--- config.mk ---
export PLATFORM = sky130hd
export DESIGN_NAME = rp_top
export DESIGN_NICKNAME = d
export VERILOG_FILES = /design/src/rtl/rp_pkg.sv /design/src/rtl/sys_region_decode.sv /design/src/rtl/sys_read_mux.sv /design/src/rtl/sysconf_regs.sv /design/src/rtl/dac_sum_sat.sv /design/src/rtl/rp_top.sv
export VERILOG_INCLUDE_DIRS = /design/src /design/src/rtl
export SDC_FILE = /design/constraint.sdc
export NUM_CORES = 1
export LEC_CHECK = 0
export ABC_AREA = 1
export BUFFER_PORTS_ARGS = -buffer_cell sky130_fd_sc_hd__buf_2
export CORE_AREA = 5 5 163 165
export DETAILED_ROUTE_END_ITERATION = 10
export DIE_AREA = 0 0 168 170
export SKIP_CTS_REPAIR_TIMING = 1
export SLEW_MARGIN = 20
export SYNTH_ARGS = -nofsm -noshare
export SYNTH_HDL_FRONTEND = slang
export SYNTH_SLANG_ARGS = --single-unit
--- constraint.sdc ---
create_clock -name adc_clk -period 6.34 [get_ports adc_clk]
set_input_delay 0.634 -clock adc_clk [delete_from_list [all_inputs] [get_ports adc_clk]]
set_output_delay 0.634 -clock adc_clk [all_outputs]
set_load 0.02 [all_outputs]
--- src/rtl/rp_macros.svh ---
// system bus and dac path constants
`ifndef RP_MACROS_SVH
`define RP_MACROS_SVH

// ------------------------------
// system bus
// ------------------------------
`define RP_REGIONS        8              // regions served by the bus
`define RP_FIRST_FREE     6              // first region with no block behind it
`define RP_DAT_W          32             // bus data width
`define RP_SEL_W          4              // byte selects
`define RP_ADR_W          32             // bus address width

// address split
`define RP_REG_HI         29             // region field msb
`define RP_REG_LO         20             // region field lsb
`define RP_OFS_W          20             // offset inside a region

// ------------------------------
// configuration window
// ------------------------------
`define RP_SYSCONF_REGION 10'h3ff        // region field of the window
`define RP_SYSCONF_ID     32'hfff00002   // class fff, version 00002

// ------------------------------
// converter and interrupts
// ------------------------------
`define RP_DAC_W          14             // converter sample width
`define RP_IRQ_W          16             // interrupt vector lines
`define RP_IRQ_GPIO       10             // housekeeping gpio change line
`define RP_IRQ_DDRD       4              // ddr dump line

`endif

--- src/rtl/rp_pkg.sv ---
// shared bus and sample types
`default_nettype none

`include "rp_macros.svh"

package rp_pkg;

  // ------------------------------
  // system bus
  // ------------------------------

  // one request from the bus master, 70 bits
  typedef struct packed {
    logic [`RP_ADR_W-1:0] addr;   // region field plus offset
    logic [`RP_DAT_W-1:0] wdata;  // write data
    logic [`RP_SEL_W-1:0] sel;    // byte select
    logic                 wen;    // write strobe
    logic                 ren;    // read strobe
  } sys_req_t;

  // one region answer, 34 bits
  typedef struct packed {
    logic [`RP_DAT_W-1:0] rdata;  // read data
    logic                 err;    // error flag
    logic                 ack;    // level ack, same cycle
  } sys_rsp_t;

  // ------------------------------
  // converter samples
  // ------------------------------

  // two's complement pair, 28 bits
  typedef struct packed {
    logic signed [`RP_DAC_W-1:0] ch_a;  // channel a
    logic signed [`RP_DAC_W-1:0] ch_b;  // channel b
  } dac_pair_t;

endpackage

`default_nettype wire

--- src/rtl/sys_region_decode.sv ---
// bus region decoder
`default_nettype none

`include "rp_macros.svh"

module sys_region_decode (
  input  wire rp_pkg::sys_req_t  req_i,         // request from bus master
  output logic [`RP_REGIONS-1:0] region_cs_o,   // one-hot or zero
  output logic                   conf_cs_o,     // config window hit
  output logic [`RP_REGIONS-1:0] region_wen_o,  // gated write strobes
  output logic [`RP_REGIONS-1:0] region_ren_o   // gated read strobes
);

  localparam int REG_W = `RP_REG_HI - `RP_REG_LO + 1;  // region field width
  localparam int IDX_W = $clog2(`RP_REGIONS);          // select index width

  logic [REG_W-1:0] region;  // raw region field
  logic [IDX_W-1:0] idx;     // low bits used as select index
  logic             in_map;  // field below region count

  // ------------------------------
  // region field
  // ------------------------------
  assign region = req_i.addr[`RP_REG_HI:`RP_REG_LO];  // bits 29:20
  assign idx    = region[IDX_W-1:0];
  assign in_map = (region < REG_W'(`RP_REGIONS));  // 8 and above select nothing

  // one-hot select, zero outside the map
  always_comb begin
    region_cs_o = '0;
    if (in_map) begin
      region_cs_o[idx] = 1'b1;  // single region
    end
  end

  // config window sits far above the mapped regions
  assign conf_cs_o = (region == `RP_SYSCONF_REGION);

  // ------------------------------
  // strobes
  // ------------------------------
  // zero whenever the master strobe is low
  assign region_wen_o = region_cs_o & {`RP_REGIONS{req_i.wen}};  // write per region
  assign region_ren_o = region_cs_o & {`RP_REGIONS{req_i.ren}};  // read per region

endmodule

`default_nettype wire

--- src/rtl/sys_read_mux.sv ---
// bus response multiplexer
//   and-or merge of region and config answers
`default_nettype none

`include "rp_macros.svh"

module sys_read_mux (
  input  wire  [`RP_REGIONS-1:0]                  region_cs_i,   // one-hot select
  input  wire                                     conf_cs_i,     // config window
  input  wire  rp_pkg::sys_rsp_t [`RP_FIRST_FREE-1:0] region_rsp_i,  // mapped blocks
  input  wire  [`RP_DAT_W-1:0]                    conf_rdata_i,  // config table data
  output rp_pkg::sys_rsp_t                        rsp_o          // back to master
);

  localparam int RSP_W = $bits(rp_pkg::sys_rsp_t);  // 34 bits

  rp_pkg::sys_rsp_t [`RP_REGIONS-1:0] all_rsp;   // full region table
  rp_pkg::sys_rsp_t                   conf_rsp;  // config answer
  logic [RSP_W-1:0]                   merged;    // or of gated answers

  // ------------------------------
  // region table
  // ------------------------------
  always_comb begin
    for (int i = 0; i < `RP_REGIONS; i++) begin
      if (i < `RP_FIRST_FREE) begin
        all_rsp[i] = region_rsp_i[i];  // external block answer
      end else begin
        all_rsp[i].rdata = '0;    // free region reads zero
        all_rsp[i].err   = 1'b0;  // never errors
        all_rsp[i].ack   = 1'b1;  // so the master never stalls
      end
    end
  end

  // config window always acks, never errors
  always_comb begin
    conf_rsp.rdata = conf_rdata_i;
    conf_rsp.err   = 1'b0;
    conf_rsp.ack   = 1'b1;
  end

  // ------------------------------
  // and-or merge
  // ------------------------------
  // unselected answers are masked to zero, nothing selected gives all zero
  always_comb begin
    merged = '0;
    for (int i = 0; i < `RP_REGIONS; i++) begin
      merged = merged | (all_rsp[i] & {RSP_W{region_cs_i[i]}});  // gate by select
    end
    merged = merged | (conf_rsp & {RSP_W{conf_cs_i}});  // config window on top
  end

  assign rsp_o = merged;  // rdata, err, ack

endmodule

`default_nettype wire

--- src/rtl/sysconf_regs.sv ---
// configuration window table
`default_nettype none

`include "rp_macros.svh"

module sysconf_regs (
  input  wire  [`RP_OFS_W-1:0] offset_i,  // offset inside the window
  output logic [`RP_DAT_W-1:0] rdata_o    // constant read data
);

  // ------------------------------
  // window offsets
  // ------------------------------
  localparam logic [`RP_OFS_W-1:0] OFS_ID      = 20'hf0000;  // id word
  localparam logic [`RP_OFS_W-1:0] OFS_REGIONS = 20'hf0004;  // region count
  localparam logic [`RP_OFS_W-1:0] OFS_ROUTE0  = 20'hf0100;  // region 0 irq routing
  localparam logic [`RP_OFS_W-1:0] OFS_ROUTE1  = 20'hf0104;  // region 1 irq routing

  // routing word, up to four lines per region
  //   bits 19:16 enable lines 0..3, bits 15:0 hold four irq numbers
  // only line 0 is used here
  function automatic logic [`RP_DAT_W-1:0] route_word(input logic [3:0] irq_num);
    logic [`RP_DAT_W-1:0] w;  // assembled word
    w        = '0;
    w[19]    = 1'b1;     // enable line 0
    w[15:12] = irq_num;  // irq number of line 0
    return w;
  endfunction

  // ------------------------------
  // lookup
  // ------------------------------
  always_comb begin
    case (offset_i)
      OFS_ID:      rdata_o = `RP_SYSCONF_ID;
      OFS_REGIONS: rdata_o = `RP_DAT_W'(`RP_REGIONS);  // 8
      OFS_ROUTE0:  rdata_o = route_word(4'(`RP_IRQ_GPIO));  // hk, 0x0008a000
      OFS_ROUTE1:  rdata_o = route_word(4'(`RP_IRQ_DDRD));  // dump, 0x00084000
      default:     rdata_o = '0;  // unlisted offset
    endcase
  end

endmodule

`default_nettype wire

--- src/rtl/dac_sum_sat.sv ---
// dac sum with saturation
`default_nettype none

`include "rp_macros.svh"

module dac_sum_sat (
  input  wire              adc_clk,  // sample clock
  input  wire              reset_i,  // sync, active high
  input  wire  rp_pkg::dac_pair_t gen_i,  // generator samples
  input  wire  rp_pkg::dac_pair_t ctl_i,  // controller samples
  output rp_pkg::dac_pair_t       dac_o   // registered, to converter
);

  localparam int W = `RP_DAC_W;  // 14

  logic [W:0]   sum_a;  // 15 bit sum, channel a
  logic [W:0]   sum_b;  // 15 bit sum, channel b
  logic [W-1:0] sat_a;  // clipped channel a
  logic [W-1:0] sat_b;  // clipped channel b

  // top two bits of the wide sum disagree on overflow
  function automatic logic [W-1:0] saturate(input logic [W:0] sum);
    logic [1:0] top;  // sign and carry
    top = sum[W -: 2];
    case (top)
      2'b01:   saturate = {1'b0, {(W-1){1'b1}}};  // pos. overflow, 0x1fff
      2'b10:   saturate = {1'b1, {(W-1){1'b0}}};  // neg. overflow, 0x2000
      default: saturate = sum[W-1:0];             // in range
    endcase
  endfunction

  // ------------------------------
  // sum, sign extended
  // ------------------------------
  assign sum_a = {gen_i.ch_a[W-1], gen_i.ch_a} + {ctl_i.ch_a[W-1], ctl_i.ch_a};
  assign sum_b = {gen_i.ch_b[W-1], gen_i.ch_b} + {ctl_i.ch_b[W-1], ctl_i.ch_b};

  assign sat_a = saturate(sum_a);
  assign sat_b = saturate(sum_b);

  // ------------------------------
  // output register
  // ------------------------------
  // one cycle latency, new pair every clock
  always_ff @(posedge adc_clk) begin
    if (reset_i) begin
      dac_o <= '0;  // mid scale after reset
    end else begin
      dac_o.ch_a <= sat_a;
      dac_o.ch_b <= sat_b;
    end
  end

endmodule

`default_nettype wire

--- src/rtl/rp_top.sv ---
// instrument top, bus side and dac path
`default_nettype none

`include "rp_macros.svh"

module rp_top (
  input  wire                                     adc_clk,       // single clock
  input  wire                                     reset_i,       // sync, active high

  // system bus
  input  wire  rp_pkg::sys_req_t                  sys_req_i,     // master request
  input  wire  rp_pkg::sys_rsp_t [`RP_FIRST_FREE-1:0] region_rsp_i,  // external blocks
  output logic [`RP_REGIONS-1:0]                  region_wen_o,  // per region write
  output logic [`RP_REGIONS-1:0]                  region_ren_o,  // per region read
  output rp_pkg::sys_rsp_t                        sys_rsp_o,     // merged answer

  // interrupts
  input  wire                                     irq_gpio_i,    // hk gpio change
  input  wire                                     irq_ddrd_i,    // ddr dump
  output logic [`RP_IRQ_W-1:0]                    irq_o,         // to processor

  // dac samples
  input  wire  rp_pkg::dac_pair_t                 dac_gen_i,     // generator
  input  wire  rp_pkg::dac_pair_t                 dac_ctl_i,     // controller
  output rp_pkg::dac_pair_t                       dac_o          // to converter
);

  logic [`RP_REGIONS-1:0] region_cs;   // one-hot region select
  logic                   conf_cs;     // config window select
  logic [`RP_DAT_W-1:0]   conf_rdata;  // config table data

  // ------------------------------
  // bus decode
  // ------------------------------
  sys_region_decode i_decode (
    .req_i        (sys_req_i),     // whole request
    .region_cs_o  (region_cs),     // select
    .conf_cs_o    (conf_cs),       // window hit
    .region_wen_o (region_wen_o),  // straight out
    .region_ren_o (region_ren_o)   // straight out
  );

  // config table sees only the offset
  sysconf_regs i_sysconf (
    .offset_i (sys_req_i.addr[`RP_OFS_W-1:0]),  // bits 19:0
    .rdata_o  (conf_rdata)
  );

  // ------------------------------
  // bus response
  // ------------------------------
  sys_read_mux i_read_mux (
    .region_cs_i  (region_cs),
    .conf_cs_i    (conf_cs),
    .region_rsp_i (region_rsp_i),  // regions 0..5
    .conf_rdata_i (conf_rdata),
    .rsp_o        (sys_rsp_o)      // same cycle
  );

  // ------------------------------
  // interrupt vector
  // ------------------------------
  // two child lines, the rest tied low
  always_comb begin
    irq_o               = '0;
    irq_o[`RP_IRQ_GPIO] = irq_gpio_i;  // line 10, hk
    irq_o[`RP_IRQ_DDRD] = irq_ddrd_i;  // line 4, dump
  end

  // ------------------------------
  // dac path
  // ------------------------------
  dac_sum_sat i_dac_sum (
    .adc_clk (adc_clk),
    .reset_i (reset_i),
    .gen_i   (dac_gen_i),  // generator pair
    .ctl_i   (dac_ctl_i),  // controller pair
    .dac_o   (dac_o)       // clipped, registered
  );

endmodule

`default_nettype wire

# After elaboration in Yosys (flattened, before gate mapping)
# Cells that the tools add are included.
# W data, S select, Z words.
# word_totals
out_inout_bits	94
register_bits	28
inputBits	334
wordCells	40
# op_classes
n_lt_le_gt_ge	3
muxes	6
n_bitwise	17
eq_ne	9
reduce_logical	1
n_addsub	2
# op_table
operator	count
$and A34 B34 Y34	7
$or A34 B34 Y34	6
$pmux W32 S4	1
$eq A20 B20 Y1 const B	4
$or A34 B1 Y34	2
$pmux W14 S2	2
$add A14 B14 Y15	2
$and A8 B8 Y8	2
$eq A10 B10 Y1 const B	1
$lt A10 B4 Y1 const B	1
$mux W8	1
$eq A2 B1 Y1 const B	2
$eq A2 B2 Y1 const B	2
$lt A3 B4 Y1 const B	1
$demux W1 S3	1
$ge A3 B1 Y1 const B	1
$logic_and A1 B1 Y1	1
$mux W1	1

# Depth between registers and ports, before layout
# logic_depth
word_depth	14
depth_mapped	15

# By module
# A second synthesis with hierarchy kept.
# hier_totals
cells_unflattened	1081
hier_area_um2	5534.1
# modules_own_cells
mod	area_each_um2	seq_area_each_um2	cells_each	instances
dac_sum_sat	2700.1	560.5	442	1
sys_read_mux	2120.8	0.0	503	1
sysconf_regs	352.8	0.0	60	1
sys_region_decode	236.5	0.0	59	1
rp_top	123.9	0.0	17	1

# Worst setup path after synthesis
# No wires, ideal clock.
# synth_timing
path_kind	input -> register
from	input port dac_gen_i[0] in the netlist's numbering
to	register, netlist name i_dac_sum.dac_o[10]
setup_time_ps	132
arrival_ps	2556
required_ps	6208
path_slack_ps	3651
path_stages	14
cell_sequence	ha_1 -> fa_1 -> nand3_1 -> nand3_1 -> nand3_1 -> nand3_1 -> nand2_1 -> a22oi_1 -> inv_1 -> ha_1 -> inv_1 -> nand2_1 -> clkbuf_1 -> a21oi_1
# synth_via
elab_chain_len	3
# synth_lines
element	line_no	source
start: declaration	rp_top.sv:23	input wire rp_pkg::dac_pair_t dac_gen_i,
$add A14 B14 Y15 *	dac_sum_sat.sv:36	assign sum_b = {gen_i.ch_b[W-1], gen_i.ch_b} + {ctl_i.ch_b[W-1], ctl_i.ch_b};
$eq A2 B2 Y1 / $eq A2 B1 Y1 (equally long branches)	dac_sum_sat.sv:25	case (top)
$pmux W14 S2 *	dac_sum_sat.sv:25	
# Mark *: on every way between the ends. The rest lies on a longest branch, timed or not.
# A chain may end at the register's enable or synchronous reset.

==> reports/summary.txt <==
Area post-placement - 6800 um2
Grt ovf - 0
Via count - 6869
Initial antenna violation count - 10
Hold depth - 4
Layout cells sized above 1 - 31.4%
Cell internal pwr - 0.513 mW
IO Pins - 428
Fmax - 0.292 GHz
Worst path max stage delay - 480 ps
CP Capture Type - output port
Post-synth top area share - 31.2%
Layout Utilization - 27.9%
HP Start - dac_ctl_i[14]
Commonest non-fill, non-tap cells in the layout - nand2_1 (396), buf_2 (371), inv_1 (112)
Commonest non-fill, non-tap cell in the layout - nand2_1
Fin. max-slew vios - 0
CTS tree - yes
Setup TNS - 0 ps
Inserted Clock Buffers - 3
Fin nets - 1635
Syn Inst Count - 920
Reg clk slew, reported paths - 60 ps
Pwr per Cell Area - 122 nW/um2
Antenna-violating nets left - 0
Sw Ratio - 39.5%
Post-Place Setup Slack - 2770 ps
Largest reg by FF count - i_dac_sum.dac_o
Max H-tree Level - 1
Via count of the first global-routing pass - 6700
Largest regs - i_dac_sum.dac_o (28)
Starting Density - 19.2%
Final hold violation count - 0
Count of cell types in the netlist - 27
Most frequent CP cell - nand2_1
GP Congestion - 0.903
TritonRoute pass-1 iters - 5
Worst setup SP type - primary input
Die Width - 168 um
Period minus WS final - 3430 ps
# DRC - 0
Worst path required time - 5710 ps
WL per Instance - 15.9 um
Area contributors post-synth - nand2_1 (31%), dfxtp_1 (12%), inv_1 (8.8%)
Critical path buffers and inverters - 3
Post-synth ARST share - 0%
Area leader, netlist - nand2_1
Crit Path Class - primary input to output port
DIE AREA - 28600 um2
Crit-path max FO - 19
Slew headroom - 47.8%
Final setup fails - 0
Critical Path, Cell by Cell - buf_2 > nor2_1 > nand2_2 > nor2_8 > nand2_4 > nor2_2 > buf_4 > nand2_1 > nand2_1 > nor2_1 > nand2_1 > buf_2
Clk pwr share - 21.7%
Status - completed
CP top delay family - simple AND/OR/NAND/NOR gates
Die H - 170 um
Post-route clock period utilization - 54.1%
Fillers - 2879
Hold crit path type - primary input to flop
Main synth FF type - dfxtp_1
Setup repair after global routing missed its margin - no
Vias per cell - 4.28
Measured slew at the worst slew-check pin - 782 ps
Area of the mapped netlist - 4770 um2
Core Footprint - 24900 um2
Drt first-iter violations - 397
Register area share after synthesis - 11.7%
Combinational power share - 52.2%
Max Cap Viol - 0
Post-DP HPWL - 22.8 mm
Gr usage total - 16.7%
Overall routed net length - 25.5 mm
First-pass GRT wire length - 37.4 mm
Clock root cell - clkbuf_16
VDD IR-drop max - 0.155 mV
Number of synthesized flops with an enable pin - 0
Pin count of the biggest net entering global routing - 36
TritonCTS sink count - 28
Hold endpoint - i_dac_sum.dac_o[14]
Yosys Warn Count - 0
Crit-path slowest cell - nor2_2
Max reg flops - 28
Synth-to-Final Area Change - 45.4%
Crit path DAT - 2790 ps
Syn_area_per_cell - 5.19 um2
Longest Clk Path Bufs - 2
Setup WS post-layout - 2910 ps
Synth Register Bits - 28
Final Power - 0.847 mW
Flop pwr share - 26.1%
NetSw - 0.335 mW
PortBufs - 371
Rows - 58
Leakage - 4.41 nW
Design area - 6940 um2
-- power by group through the flow --
stage               sequential, mW  combinational [mW]  clock (mW)
detailed placement           0.225               0.440           0
global placement             0.225               0.437           0
floorplan                    0.270               0.217           0
finish                       0.221               0.442       0.184
CTS                          0.221               0.443       0.187
global route                 0.225               0.495       0.195
-- cell type report --
class | count | area, um2 | share of cell area (%)
inverter | 112 | 420 | 6.06
multi-input combinational | 750 | 3550 | 51.2
sequential | 28 | 561 | 8.08
timing repair buffer | 372 | 1860 | 26.9
tap | 330 | 413 | 5.95
clock buffer | 3 | 75.1 | 1.08
antenna | 9 | 22.5 | 0.325
clock inverter | 1 | 30.0 | 0.433
-- routing by layer --
| metal | global-route usage, % | vias to the layer above | wire, um |
|---|---|---|---|
| met2 | 28.1 | 291 | 11700 |
| li1 | - | 3564 | - |
| met3 | 4.20 | 29 | 2480 |
| met1 | 21.1 | 2985 | 10700 |
| met5 | 0 | - | 0 |
| met4 | 4.73 | 0 | 516 |
-- logic make-up (layout without fill, tap and decap cells) --
group                    Yosys count  count (layout)  share of synthesized area (%)
other                              1              23                         0.0786
AO/OA/AOI/OAI                     67              67                           7.13
AND/OR/NAND/NOR                  635             635                           56.8
adder cells (fa/ha/maj)           34              34                           9.23
buffers and inverters            155             488                           15.0
flip-flops                        28              28                           11.7
-- Yosys cell counts (4+ instances only) --
cell type,instances
clkbuf_1,8
nor2_8,4
nor2_1,96
nand3_1,78
a21oi_1,51
inv_1,112
buf_2,4
or2_2,9
buf_4,28
ha_1,32
dfxtp_1,28
nand4_1,31
o21ai_0,12
nand2_1,396
nor3_1,9
-- stage by stage --
step	hold slack (ps)	cells
floorplan	922	933
global placement	1030	1592
detailed placement	1030	1592
CTS	778	1596
global route	805	1603
finish	786	1605
-- tightest hold or removal path: stages --
cell and delay [ps]:
buf_2 80, ha_1 110, nand2_1 50, a21oi_1 130
-- worst max path at each step --
stage                       start                  end  slack (ps)  depth (start not counted)
finish              sys_req_i[66]         sys_rsp_o[3]        2910                         12
global route        sys_req_i[66]         sys_rsp_o[2]        2760                         12
CTS                 sys_req_i[66]         sys_rsp_o[3]        2770                         11
detailed placement  sys_req_i[66]         sys_rsp_o[3]        2770                         11
global placement    sys_req_i[66]         sys_rsp_o[3]        2770                         11
floorplan            dac_gen_i[0]  i_dac_sum.dac_o[10]        3650                         14
(Power assumes the default switching activity.)
